## src/source/neoIoSettings.svh

```systemverilog
`ifndef NEO_IO_SETTINGS_SVH
`define NEO_IO_SETTINGS_SVH

// 68000 word address, bits A23 down to A1
`define ADDR_WIDTH 23

// 68000 data bus
`define DATA_WIDTH 16

// Joypad port, eight buttons plus two extra lines
`define JOY_WIDTH 10

// DIP switch bank
`define DIP_WIDTH 8

// Value seen on the data bus when nothing drives it
`define OPEN_BUS 16'hFFFF

`endif
```

## src/source/neoIoPkg.sv

```systemverilog
`include "neoIoSettings.svh"

package neoIoPkg;

	// One 68000 bus access as issued by the host
	typedef struct packed {
		logic [`ADDR_WIDTH-1:0] addr;
		logic write;
		logic upperStrobe;
		logic lowerStrobe;
		logic [`DATA_WIDTH-1:0] wrData;
	} busCmdT;

	// I/O zones under the 0x3E mask
	typedef enum logic [2:0] {
		ZONE_P1DIP    = 3'd0,	// 0x30xxxx
		ZONE_STATUSA  = 3'd1,	// 0x32xxxx, sound latch and STATUS_A
		ZONE_P2       = 3'd2,	// 0x34xxxx
		ZONE_BITWRITE = 3'd3,	// 0x38xxxx, STATUS_B and bit-writes
		ZONE_SYSLATCH = 3'd4,	// 0x3Axxxx
		ZONE_UNMAPPED = 3'd5
	} ioZoneT;

	// Low address bits A7 to A1, seen two ways
	// Register view: A6 to A4 pick the bit-write register
	// Counter view: A6 and A5 both high mean counter area
	typedef union packed {
		struct packed {
			logic a7;
			logic [2:0] regSel;
			logic [2:0] spare;
		} regView;
		struct packed {
			logic a7;
			logic [1:0] area;
			logic setBit;
			logic spare;
			logic lockSel;		// 0 counter, 1 lockout
			logic playerSel;	// 0 player 1, 1 player 2
		} cntView;
	} bitWriteSelU;

	// Decoded access handed from the decode stage to the register stage
	typedef struct packed {
		ioZoneT zone;
		logic write;
		logic upperStrobe;
		logic lowerStrobe;
		logic [`DATA_WIDTH-1:0] wrData;
		bitWriteSelU bitSel;
		logic [3:0] latchBits;	// A4 value, A3..A1 index
	} decodedAccessT;

	// Response, hit is low for unmapped zones
	typedef struct packed {
		logic hit;
		logic [`DATA_WIDTH-1:0] rdData;
	} busRspT;

	// System latch outputs, shadow sits at index 0
	typedef struct packed {
		logic palBank;
		logic sramWeN;
		logic systemN;
		logic regEnN;
		logic cardWeB;
		logic cardWeN;
		logic vecN;
		logic shadow;
	} sysFlagsT;

endpackage

```

## src/source/neoIoTop.sv

```systemverilog
`timescale 1ns/1ps

`include "neoIoSettings.svh"

module neoIoTop (
	input  logic CLK_24M,
	input  logic arstN,
	input  logic hostReq,
	output logic hostAck,
	input  neoIoPkg::busCmdT hostCmd,
	output neoIoPkg::busRspT hostRsp,
	input  logic [`JOY_WIDTH-1:0] p1In,
	input  logic [`JOY_WIDTH-1:0] p2In,
	input  logic [`DIP_WIDTH-1:0] dipSw,
	input  logic testBtn,
	output logic [2:0] p1Out,
	output logic [2:0] p2Out,
	output logic [2:0] cardBank,
	output logic [2:0] slot,
	output logic [2:0] ledLatch,
	output logic [7:0] ledData,
	output logic [1:0] counters,
	output logic [1:0] lockouts,
	output neoIoPkg::sysFlagsT sysFlags
);
	import neoIoPkg::*;

	// Decode to register stage
	logic decodeReq, decodeAck;
	decodedAccessT decodeOut;
	// Register to response stage
	logic accessReq, accessAck;
	busRspT accessRsp;

	// hostAck loops back so decode holds off until the access closes
	busDecode decode (.CLK_24M, .arstN, .hostReq, .hostAckSeen(hostAck), .hostCmd,
		.decodeReq, .decodeAck, .decodeOut);

	ioRegisters regs (.CLK_24M, .arstN, .decodeReq, .decodeAck, .decodeOut,
		.accessReq, .accessAck, .accessRsp, .p1In, .p2In, .dipSw, .testBtn,
		.p1Out, .p2Out, .cardBank, .slot, .ledLatch, .ledData, .counters, .lockouts,
		.sysFlags);

	busResponse response (.CLK_24M, .arstN, .accessReq, .accessAck, .accessRsp,
		.hostReq, .hostAck, .hostRsp);

endmodule

```

## src/source/busResponse.sv

```systemverilog
`timescale 1ns/1ps

module busResponse (
	input  logic CLK_24M,
	input  logic arstN,
	input  logic accessReq,
	output logic accessAck,
	input  neoIoPkg::busRspT accessRsp,
	input  logic hostReq,
	output logic hostAck,
	output neoIoPkg::busRspT hostRsp
);

	logic capture;

	// Only take a new response once the host side has closed
	assign capture = accessReq && !accessAck && !hostAck;

	// Response word, stable for as long as hostAck is high
	always_ff @(posedge CLK_24M) begin
		if (capture)
			hostRsp <= accessRsp;
	end

	always_ff @(posedge CLK_24M or negedge arstN) begin
		if (!arstN) begin
			accessAck <= 1'b0;
			hostAck <= 1'b0;
		end else if (capture) begin
			accessAck <= 1'b1;
			hostAck <= 1'b1;
		end else begin
			// Internal link closes as soon as req falls
			if (accessAck && !accessReq)
				accessAck <= 1'b0;
			// Host ack follows hostReq down one cycle later
			if (hostAck && !hostReq)
				hostAck <= 1'b0;
		end
	end

	// Host must still be requesting when the ack comes up
	ackOnlyWithReq: assert property (@(posedge CLK_24M) disable iff (!arstN)
		$rose(hostAck) |-> hostReq);

endmodule

```

## src/source/ioRegisters.sv

```systemverilog
`timescale 1ns/1ps

`include "neoIoSettings.svh"

module ioRegisters (
	input  logic CLK_24M,
	input  logic arstN,
	input  logic decodeReq,
	output logic decodeAck,
	input  neoIoPkg::decodedAccessT decodeOut,
	output logic accessReq,
	input  logic accessAck,
	output neoIoPkg::busRspT accessRsp,
	input  logic [`JOY_WIDTH-1:0] p1In,
	input  logic [`JOY_WIDTH-1:0] p2In,
	input  logic [`DIP_WIDTH-1:0] dipSw,
	input  logic testBtn,
	output logic [2:0] p1Out,
	output logic [2:0] p2Out,
	output logic [2:0] cardBank,
	output logic [2:0] slot,
	output logic [2:0] ledLatch,
	output logic [7:0] ledData,
	output logic [1:0] counters,
	output logic [1:0] lockouts,
	output neoIoPkg::sysFlagsT sysFlags
);
	import neoIoPkg::*;

	logic accept;
	logic lowWrite;
	logic counterArea;
	logic wrPoutput, wrCrdBank, wrSlot, wrLedLatch, wrLedData, wrCounter, wrSysLatch;
	logic [`DATA_WIDTH-1:0] rdData;

	// Take a decoded access only when the downstream link is idle
	assign accept = decodeReq && !decodeAck && !accessReq && !accessAck;
	assign lowWrite = accept && decodeOut.write && decodeOut.lowerStrobe;
	assign counterArea = &decodeOut.bitSel.cntView.area;

	// Bit-write strobes, counter area wins over register select
	always_comb begin
		wrPoutput = 1'b0;
		wrCrdBank = 1'b0;
		wrSlot = 1'b0;
		wrLedLatch = 1'b0;
		wrLedData = 1'b0;
		wrCounter = 1'b0;
		if (lowWrite && decodeOut.zone == ZONE_BITWRITE) begin
			if (counterArea)
				wrCounter = 1'b1;
			else
				case (decodeOut.bitSel.regView.regSel)
					3'd0: wrPoutput = 1'b1;
					3'd1: wrCrdBank = 1'b1;
					3'd2: wrSlot = 1'b1;
					3'd3: wrLedLatch = 1'b1;
					3'd4: wrLedData = 1'b1;
					default: ;	// RTC control, not modelled
				endcase
		end
	end
	assign wrSysLatch = lowWrite && decodeOut.zone == ZONE_SYSLATCH;

	// Read mux, undriven lanes float high
	always_comb begin
		rdData = `OPEN_BUS;
		if (!decodeOut.write) begin
			case (decodeOut.zone)
				ZONE_P1DIP: begin
					if (decodeOut.upperStrobe) rdData[15:8] = p1In[7:0];
					if (decodeOut.lowerStrobe) rdData[7:0] = dipSw;
				end
				// Test button is active low on bit 7
				ZONE_STATUSA:
					if (decodeOut.lowerStrobe) rdData[7:0] = {~testBtn, 7'h7F};
				ZONE_P2:
					if (decodeOut.upperStrobe) rdData[15:8] = p2In[7:0];
				ZONE_BITWRITE:
					if (decodeOut.upperStrobe)
						rdData[15:8] = {p2In[`JOY_WIDTH-1 -: 2], p1In[`JOY_WIDTH-1 -: 2], 4'hF};
				default: ;
			endcase
		end
	end

	always_ff @(posedge CLK_24M) begin
		if (accept) begin
			accessRsp.hit <= decodeOut.zone != ZONE_UNMAPPED;
			accessRsp.rdData <= rdData;
		end
	end

	always_ff @(posedge CLK_24M or negedge arstN) begin
		if (!arstN) begin
			decodeAck <= 1'b0;
			accessReq <= 1'b0;
			{p1Out, p2Out, cardBank, slot, ledLatch, ledData, counters, lockouts} <= '0;
		end else begin
			// Upstream handshake
			if (accept) decodeAck <= 1'b1;
			else if (decodeAck && !decodeReq) decodeAck <= 1'b0;
			// Downstream handshake
			if (accept) accessReq <= 1'b1;
			else if (accessReq && accessAck) accessReq <= 1'b0;
			if (wrPoutput) {p2Out, p1Out} <= decodeOut.wrData[5:0];
			if (wrCrdBank) cardBank <= decodeOut.wrData[2:0];
			if (wrSlot) slot <= decodeOut.wrData[2:0];
			if (wrLedLatch) ledLatch <= decodeOut.wrData[5:3];
			if (wrLedData) ledData <= decodeOut.wrData[7:0];
			if (wrCounter) begin
				if (decodeOut.bitSel.cntView.lockSel)
					lockouts[decodeOut.bitSel.cntView.playerSel] <= decodeOut.bitSel.cntView.setBit;
				else
					counters[decodeOut.bitSel.cntView.playerSel] <= decodeOut.bitSel.cntView.setBit;
			end
		end
	end

	systemLatch sysLatch (
		.CLK_24M(CLK_24M),
		.arstN(arstN),
		.wrEn(wrSysLatch),
		.bitSel(decodeOut.latchBits[2:0]),
		.bitValue(decodeOut.latchBits[3]),
		.sysFlags(sysFlags)
	);

	// One output register group at most changes per cycle
	oneWritePerCycle: assert property (@(posedge CLK_24M) disable iff (!arstN)
		$onehot0({$changed({p1Out, p2Out}), $changed(cardBank), $changed(slot),
			$changed(ledLatch), $changed(ledData), $changed({counters, lockouts}),
			$changed(sysFlags)}));

endmodule

```

## src/source/busDecode.sv

```systemverilog
`timescale 1ns/1ps

module busDecode (
	input  logic CLK_24M,
	input  logic arstN,
	input  logic hostReq,
	input  logic hostAckSeen,
	input  neoIoPkg::busCmdT hostCmd,
	output logic decodeReq,
	input  logic decodeAck,
	output neoIoPkg::decodedAccessT decodeOut
);
	import neoIoPkg::*;

	// Payload registered, decodeReq goes up next cycle
	logic loaded;
	// This host request was already taken
	logic taken;
	logic accept;
	ioZoneT zone;

	// Stage idle and host side not yet acknowledged
	assign accept = hostReq && !hostAckSeen && !taken &&
		!loaded && !decodeReq && !decodeAck;

	// Zone from A21..A17, A23 and A22 are ignored
	always_comb begin
		case (hostCmd.addr[20:16])
			5'b11000: zone = ZONE_P1DIP;
			5'b11001: zone = ZONE_STATUSA;
			5'b11010: zone = ZONE_P2;
			5'b11100: zone = ZONE_BITWRITE;
			5'b11101: zone = ZONE_SYSLATCH;
			default:  zone = ZONE_UNMAPPED;
		endcase
	end

	// Payload only, held until the next accept
	always_ff @(posedge CLK_24M) begin
		if (accept) begin
			decodeOut.zone <= zone;
			decodeOut.write <= hostCmd.write;
			decodeOut.upperStrobe <= hostCmd.upperStrobe;
			decodeOut.lowerStrobe <= hostCmd.lowerStrobe;
			decodeOut.wrData <= hostCmd.wrData;
			decodeOut.bitSel <= bitWriteSelU'(hostCmd.addr[6:0]);
			decodeOut.latchBits <= hostCmd.addr[3:0];
		end
	end

	always_ff @(posedge CLK_24M or negedge arstN) begin
		if (!arstN) begin
			loaded <= 1'b0;
			taken <= 1'b0;
			decodeReq <= 1'b0;
		end else begin
			if (accept) begin
				loaded <= 1'b1;
				taken <= 1'b1;
			end else if (!hostReq) begin
				taken <= 1'b0;
			end
			// Raise req one cycle after capture
			if (loaded && !decodeAck) begin
				decodeReq <= 1'b1;
				loaded <= 1'b0;
			end else if (decodeReq && decodeAck) begin
				decodeReq <= 1'b0;
			end
		end
	end

	// Next transfer waits for the previous ack to fall
	reqAfterAckLow: assert property (@(posedge CLK_24M) disable iff (!arstN)
		$rose(decodeReq) |-> !decodeAck);

endmodule

```

## src/source/systemLatch.sv

```systemverilog
`timescale 1ns/1ps

module systemLatch (
	input  logic CLK_24M,
	input  logic arstN,
	input  logic wrEn,
	input  logic [2:0] bitSel,
	input  logic bitValue,
	output neoIoPkg::sysFlagsT sysFlags
);

	// Flag store, index 0 is shadow and index 7 is palette bank
	logic [7:0] flags;

	// Behaves like an LS259, one bit per write
	always_ff @(posedge CLK_24M or negedge arstN) begin
		if (!arstN) begin
			flags <= 8'h00;
		end else if (wrEn) begin
			// Other seven flags keep their state
			flags[bitSel] <= bitValue;
		end
	end

	assign sysFlags = flags;

	// Write enable comes from the register stage decode
	wrEnKnown: assert property (@(posedge CLK_24M) disable iff (!arstN)
		!$isunknown(wrEn));

endmodule

```

## config.mk

```make
export PLATFORM = sky130hd
export DESIGN_NAME = neoIoTop
export DESIGN_NICKNAME = d
export VERILOG_FILES = /design/src/source/neoIoPkg.sv /design/src/source/neoIoTop.sv /design/src/source/busResponse.sv /design/src/source/ioRegisters.sv /design/src/source/busDecode.sv /design/src/source/systemLatch.sv
export VERILOG_INCLUDE_DIRS = /design/src /design/src/source
export SDC_FILE = /design/constraint.sdc
export NUM_CORES = 1
export LEC_CHECK = 0
export ABC_AREA = 1
export BUFFER_PORTS_ARGS = -buffer_cell sky130_fd_sc_hd__buf_4
export CORE_UTILIZATION = 30
export DETAILED_ROUTE_END_ITERATION = 6
export HOLD_SLACK_MARGIN = 0.06
export SLEW_MARGIN = 20
export SYNTH_ARGS = -nofsm -noshare
export SYNTH_HDL_FRONTEND = slang
export SYNTH_HIERARCHICAL = 1
export SYNTH_SLANG_ARGS = --single-unit
```

## constraint.sdc

```tcl
create_clock -name CLK_24M -period 3.3 [get_ports CLK_24M]
set_input_delay 0.165 -clock CLK_24M [delete_from_list [all_inputs] [get_ports CLK_24M]]
set_output_delay 0.165 -clock CLK_24M [all_outputs]
set_load 0.005 [all_outputs]
```

# Word-level counts from Yosys, hierarchy flattened
# Index checks and enable logic that the tools add are counted.
[totals]
regBits = 100
inputBits = 74
out_inout_bits = 53
word_cells = 135
[classes]
n_lt_le_gt_ge = 4
n_eq_ne = 15
mux = 46
n_bitwise = 2
reduce_logical = 41
[op_table]
columns = ["cell", "n"]
rows = [
  ["$mux 8", 5],
  ["$mux 1", 33],
  ["$eq 5x5->1 const B", 5],
  ["$pmux 8 s3", 1],
  ["$logic_and 1x1->1", 22],
  ["$pmux 8 s2", 1],
  ["$pmux 3 s5", 1],
  ["$eq 3x2->1 const B", 4],
  ["$reduce_bool 2->1", 6],
  ["$bwmux 8", 1],
  ["$logic_not 1->1", 8],
  ["$eq 3x1->1 const B", 2],
  ["$eq 3x3->1 const B", 2],
  ["$logic_not 3->1", 2],
  ["$reduce_and 2->1", 3],
  ["$bwmux 2", 2],
  ["$lt 3x4->1 const B", 1],
  ["$demux 1 s3", 1],
  ["$ge 3x1->1 const B", 1],
  ["$ne 3x3->1 const B", 1],
  ["$lt 1x2->1 const B", 1],
  ["$ne 2x1->1 const B", 1],
  ["$not 1->1", 2],
  ["$demux 1 s1", 1],
  ["$ge 1x1->1 const B", 1],
]

# Depth between registers and ports, before layout
# Gate-level depths: netlist (run 1).
[logic_depth]
depth_word = 9
mapped_depth = 9
mapped_depth_nobuf = 9

# By module
# Netlist (run 1), hierarchy kept.
[modules_own_cells]
columns = ["module", "n_inst", "cells_per_inst", "area_each_um2", "seq_area_each_um2"]
rows = [
  ["ioRegisters", 1, 226, 2140.8, 1236.2],
  ["busDecode", 1, 69, 1113.6, 945.9],
  ["busResponse", 1, 27, 596.8, 560.5],
  ["systemLatch", 1, 51, 386.6, 200.2],
]

# Worst setup path before layout (run 1)
# No wires, ideal clock.
[synth_timing]
kind = "register to register"
from = "register regs.decodeAck"
to = "register regs.counters[0]"
setup_time_ns = 0.065
arrival_time_ns = 1.798
t_required_ns = 3.235
setup_slack_ns = 1.437
stages_incl_launch_ff = 8
path_buffers = 0
period_less_slack_ns = 1.863
cell_sequence = "dfrtp_1 > inv_1 > nand2_1 > nor2_1 > nand3_1 > nor2_1 > nand4_1 > nand2_1"
[synth_via]
elab_chain_len = 9
[synth_lines]
columns = ["item", "line_no", "source"]
rows = [
  ["from (decl)", "ioRegisters.sv:9", "output logic decodeAck,"],
  ["from (signal assigned)", "ioRegisters.sv:96", "decodeAck <= 1'b0;"],
  ["from (signal assigned)", "ioRegisters.sv:101", "if (accept) decodeAck <= 1'b1;"],
  ["from (signal assigned)", "ioRegisters.sv:102", "else if (decodeAck && !decodeReq) decodeAck <= 1'b0;"],
  ["$logic_not 1->1", "ioRegisters.sv:37", "assign accept = decodeReq && !decodeAck && !accessReq && !accessAck;"],
  ["$logic_and 1x1->1 (3 in a row)", "ioRegisters.sv:37", ""],
  ["via regs.accept", "ioRegisters.sv:30", "logic accept;"],
  ["$logic_and 1x1->1 (2 in a row)", "ioRegisters.sv:38", "assign lowWrite = accept && decodeOut.write && decodeOut.lowerStrobe;"],
  ["$logic_and 1x1->1", "ioRegisters.sv:49", "if (lowWrite && decodeOut.zone == ZONE_BITWRITE) begin"],
  ["$mux 1", "ioRegisters.sv:49", ""],
  ["$reduce_and 2->1 (no source line)", "--", ""],
  ["to (signal, indexed assignment)", "ioRegisters.sv:115", "counters[decodeOut.bitSel.cntView.playerSel] <= decodeOut.bitSel.cntView.setBit;"],
  ["to (decl)", "ioRegisters.sv:24", "output logic [1:0] counters,"],
]
# The timed path passes the listed nets, and every way through them passes these cells.
# A chain may end at the register's enable or synchronous reset.

# Worst setup path after layout (run 1)
[layout_timing]
from = "input port hostReq"
to = "register decode/decodeOut[11] (netlist name)"
[layout_via]
elab_chain_len = 5
[layout_lines]
columns = ["item", "line_no", "source"]
rows = [
  ["from (decl)", "neoIoTop.sv:8", "input logic hostReq,"],
  ["$logic_and 1x1->1 (3 in a row)", "busDecode.sv:23", "assign accept = hostReq && !hostAckSeen && !taken &&"],
  ["$logic_and 1x1->1 (2 in a row)", "busDecode.sv:24", "!loaded && !decodeReq && !decodeAck;"],
  ["via decode.accept", "busDecode.sv:19", "logic accept;"],
]
# The timed path passes the listed nets, and every way through them passes these cells.

==> results.json, run 1 <==
{
  "clk_latency_ns": 0.34,
  "wl_um": 8210,
  "cts.repair.resized": 0,
  "drc": 0,
  "fmax_ghz": 0.566,
  "die_x_um": 117,
  "dr_total_vias": 2878,
  "pwr_density_cell_nw_per_um2": 587,
  "dp_hpwl_um": 6040,
  "critPathKind": "input port to flip-flop",
  "synth_area_um2": 3960,
  "rr_startpoint": "decode/decodeOut[32]",
  "cap_viol_max_count": 0,
  "clk_path_buf_depth": 2,
  "grt_overflow": 0,
  "cp.depth": 6,
  "slowest_delay_ns": 0.64,
  "fin_crit_ns": 1.77,
  "layout-drive-gt1-share": 0.305,
  "clk_pin_slew_ns": 0.07,
  "crit_family": "buffers and inverters",
  "grt_usage": 0.127,
  "grt_pass1_vias": 2709,
  "outcome": "finished clean",
  "area_growth_pct": 35.5,
  "cts_tree": "yes",
  "final-setup-viol-count": 0,
  "dp_cells": 632,
  "hold_viol_final": 0,
  "min-delay-start": "dipSw[0]",
  "end_kind": "flip-flop",
  "min_path_cells": 3,
  "htreeDepth": 3,
  "antenna_left": 0,
  "cts-root-buf": "clkbuf_16",
  "first_iter_violations": 155,
  "num_io_pins": 127,
  "instances_no_fill": 667,
  "cts_sinks": 96,
  "finClkSkew_ns": 0.00466,
  "synth_nets": 437,
  "reg2regPathDepth": 3,
  "setup.worst_path.start": "hostReq",
  "die_area_um2": 13700,
  "diodes": 0,
  "dp_slack_ns": 1.52,
  "core.rowCount": 41,
  "fin_ws_ns": 1.53,
  "syn_area_per_cell_um2": 10.9,
  "gp_congestion": 0.786,
  "core_um2": 12700,
  "nets": 564,
  "grt_pass1_wl_um": 12800,
  "crit_path_max_fanout": 20,
  "path_buf_inv": 3,
  "slew_headroom": 0.438,
  "peakVddDrop_mv": 0.258,
  "slowest_stage": "inv_1",
  "finalSetupTns_ns": 0,
  "power_leakage_uw": 0.00241,
  "whs_ns": 0.0874,
  "finalCritPeriodShare": 0.536,
  "grt_max_degree": 43,
  "arrival_ns": 1.73,
  "cts_made_buffers": 9,
  "dr.pass1.iters": 4,
  "startpoint_type": "input port",
  "viasPerCell": 4.31,
  "timing_max_transition_violations_final": 0,
  "cts_setup_buffers": 0,
  "yosys_warnings": 6,
  "r2r_slack_ns": 1.54,
  "synthCells": 363,
  "fillers": 1252,
  "crit_chain": "dlygate4sd3_1, buf_4, nand2_1, nor2_1, nand4_1, inv_1",
  "initial_utilization": 0.311,
  "worst_pin_slew_ns": 0.843,
  "wl_per_cell_um": 12.3,
  "hp-class": "input port to flip-flop",
  "cp_data_required_time_ns": 3.26,
  "numPortBuffers": 106,
  "dieHeight_um": 117,
  "antenna_found_initial": 0,
  "rsz0062_at_grt": "false"
}
-- worst paths after layout --
check / end
max: decode/decodeOut[11]
min: regs/accessRsp[0]
max reg2reg: regs/accessRsp[12]
min reg2reg: response/hostRsp[9]
max in group asynchronous: regs/counters[0]
min in group asynchronous: regs/p1Out[0]
-- cell type report --
class / count / area (µm²) / area share
clock buffers: 10 / 229 / 0.0427
inverters: 46 / 173 / 0.0322
repair buffers: 126 / 993 / 0.185
clock inverters: 6 / 43.8 / 0.00816
flip-flops and latches: 96 / 2670 / 0.498
well taps: 172 / 215 / 0.0401
multi-input cells: 211 / 1040 / 0.194
-- layer usage --
metal	GRT usage	wire, µm	vias up
li1	-	-	1469
met1	0.153	3670	1325
met3	0.0386	397	11
met2	0.209	4000	73
met4	0.0582	139	0
met5	0	0	-
-- flip-flops by register name (all words and copies together) (netlist names), 8 cells and up --
register and cells:
decode/decodeOut 20, regs/accessRsp 17, response/hostRsp 17, regs/ledData 8
regs/sysLatch/sysFlags 8
-- per-stage QoR --
| step | power (µW) | utilization | cell area (µm²) |
|---|---|---|---|
| 2_1_floorplan | 1950 | - | 3960 |
| 3_3_place_gp | 2190 | 0.386 | 4900 |
| 3_5_place_dp | 2210 | 0.386 | 4900 |
| 4_1_cts | 3190 | 0.422 | 5370 |
| 5_1_grt | 3330 | 0.422 | 5370 |
| 6_report | 3150 | 0.422 | 5370 |
-- where the power goes --
| part | internal (µW) | leakage, µW | switching, µW |
|---|---|---|---|
| clock network | 515 | 0.000133 | 438 |
| registers | 1520 | 0.00102 | 115 |
| logic | 222 | 0.00126 | 335 |
-- cell usage in the layout (no fill, tap or decap) --
master and instances:
nor2_4 2, nor2_1 18, dfrtp_1 42, buf_4 107, nor2_8 1, clkinv_2 2
inv_1 42, nor3b_1 1, edfxtp_1 54, nand2_1 93, clkinv_4 1, inv_2 4
nand2_2 2, nand2_4 1, nor3_1 4, or2_2 1, nor3_2 1, nand4_1 19
clkbuf_16 9, clkinvlp_4 1, a21oi_1 3, nor2_2 4, nand3_1 21, o21ai_2 12
o21ai_1 2, clkbuf_1 1, o21ai_0 25, nand3_2 1, dlygate4sd3_1 19, inv_6 2
-- worst min-delay path, stage by stage --
cell     delay [ns]
buf_4          0.08
inv_1          0.03
nand2_1        0.05
-- timing repair --
| action | CTS | global route |
|---|---|---|
| hold buffers | 19 | 0 |
| hold endpoints to repair | 61 | 0 |
| setup endpoints to repair | 0 | 0 |
Power figures use the tool's default switching activity.
==> inputs of run 2 (changes only) <==
==> constraint.sdc (replaced) <==
create_clock -name CLK_24M -period 1.67 [get_ports CLK_24M]
set_input_delay 0.0835 -clock CLK_24M [delete_from_list [all_inputs] [get_ports CLK_24M]]
set_output_delay 0.0835 -clock CLK_24M [all_outputs]
set_load 0.005 [all_outputs]
==> results.json, run 2 (synthesis results as in run 1) <==
{
  "die_area_um2": 13700,
  "antenna_found_initial": 0,
  "cp_data_required_time_ns": 1.89,
  "finalSetupTns_ns": 0,
  "diodes": 0,
  "wl_um": 8550,
  "crit_path_frequent_cell": "nand2_1",
  "initial_utilization": 0.311,
  "clk_pin_slew_ns": 0.06,
  "path_buf_inv": 1,
  "crit_family": "simple AND/OR/NAND/NOR gates",
  "outcome": "finished clean",
  "regMostFlops": "decode/decodeOut",
  "gp_congestion": 0.813,
  "critPathKind": "flip-flop to flip-flop",
  "fmax_ghz": 0.659,
  "die_x_um": 117,
  "r2r_slack_ns": 0.15,
  "power_leakage_uw": 0.00255,
  "cts-root-buf": "clkbuf_16",
  "slowest_delay_ns": 0.40,
  "dr_total_vias": 3001,
  "end_kind": "flip-flop",
  "final-setup-viol-count": 0,
  "dr.pass1.iters": 4,
  "finClkSkew_ns": 0.00949,
  "pwr_density_cell_nw_per_um2": 1160,
  "cts_made_buffers": 9,
  "fillers": 1208,
  "viasPerCell": 4.35,
  "first_iter_violations": 179,
  "grt_usage": 0.132,
  "cts_tree": "yes",
  "peakVddDrop_mv": 0.437,
  "dp_hpwl_um": 6180,
  "timing_max_transition_violations_final": 0,
  "fin_ws_ns": 0.153,
  "mostFrequentLayoutCell": "buf_4",
  "slew_headroom": 0.640,
  "drc": 0,
  "dp_slack_ns": 0.0123,
  "slowest_stage": "edfxtp_1",
  "hold_viol_final": 0,
  "layout_common_cells": "buf_4, nand2_1, edfxtp_1, inv_1, dfrtp_1",
  "clk_path_buf_depth": 2,
  "numPortBuffers": 106,
  "htreeDepth": 3,
  "nets": 587,
  "grt_pass1_vias": 2897,
  "grt_pass1_wl_um": 13400,
  "grt_max_degree": 43,
  "worst_pin_slew_ns": 0.539,
  "core_um2": 12700,
  "hp-class": "input port to flip-flop",
  "clk_latency_ns": 0.34,
  "dieHeight_um": 117,
  "wl_per_cell_um": 12.4,
  "fin_crit_ns": 1.52,
  "area_growth_pct": 41.9,
  "cts_sinks": 96,
  "crit_path_max_fanout": 13,
  "arrival_ns": 1.74,
  "crit_chain": "nand2_1, nor2_4, inv_2, nor2_8, nand4_1, nand2_1, nand2_1",
  "stdcell_area_um2": 5620,
  "startpoint_type": "flip-flop",
  "antenna_left": 0,
  "grt_overflow": 0,
  "reg_top3": "decode/decodeOut (20), regs/accessRsp (17), response/hostRsp (17)",
  "finalCritPeriodShare": 0.908,
  "num_io_pins": 127,
  "cap_viol_max_count": 0,
  "core.rowCount": 41,
  "placed_cell_area_um2": 5000,
  "largest_reg_flops": 20,
  "layout-drive-gt1-share": 0.320
}
[run 2: changes by cell type in the layout (fill, tap and decap cells not counted), sizes merged]
cell,previous run,this run
clkbuf,10,9
bufinv,0,1
buf,107,119
dlygate4sd3,19,30
[run 2: repair_timing]
item,in CTS,in global routing
pin swaps,0,3
endpoints found under the hold margin,72,0
hold buffers,30,0
endpoints found under the setup margin,1,19
cloned,0,0
setup buffers,0,1
gates resized for setup,1,3
[run 2: area by class of cell]
class	count	area [µm²]	share of cell area
repair buffers	149	1210	0.215
clock inverters	7	67.6	0.0120
inverters	46	173	0.0307
clock buffers	9	225	0.0401
multi-input cells	211	1060	0.189
flip-flops and latches	96	2670	0.476
well taps	172	215	0.0383
[run 2: final timing paths]
path | cells after the start | endpoint | start
hold / removal | 3 | regs/accessRsp[9] | p2In[1]
hold reg to reg | 0 | response/hostRsp[11] | regs/accessRsp[11]
min in group asynchronous | 2 | regs/p1Out[0] | arstN
setup reg to reg | 7 | regs/cardBank[1] | decode/decodeOut[31]
setup / recovery | 7 | regs/cardBank[1] | decode/decodeOut[31]
max in group asynchronous | 2 | regs/lockouts[0] | arstN
[run 2: per-layer routing]
layer | vias up | GRT usage | share of wire
li1 | 1515 | - | -
met1 | 1388 | 0.161 | 0.44
met2 | 82 | 0.212 | 0.49
met3 | 16 | 0.0376 | 0.052
met4 | 0 | 0.0709 | 0.026
met5 | - | 0 | 0
[run 2: worst min-delay path, stage by stage]
cell and delay [ns]:
buf_4 0.08, o21ai_0 0.06, nand4_1 0.07
[run 2: metrics by stage]
stage | utilization | total power (µW) | hold slack [ns] | cells
finish | 0.442 | 6500 | 0.0721 | 690
global route | 0.442 | 6880 | 0.0862 | 690
CTS | 0.440 | 6590 | 0.0650 | 689
detailed placement | 0.393 | 4500 | 0.109 | 643
global placement | 0.393 | 4450 | 0.104 | 643
floorplan | - | 3850 | -0.212 | 363
[run 2: where the power goes]
| part | switching (µW) | leakage, µW | internal [µW] |
|---|---|---|---|
| registers | 190 | 0.00102 | 3000 |
| logic | 742 | 0.00138 | 559 |
| clock network | 852 | 0.000141 | 1160 |
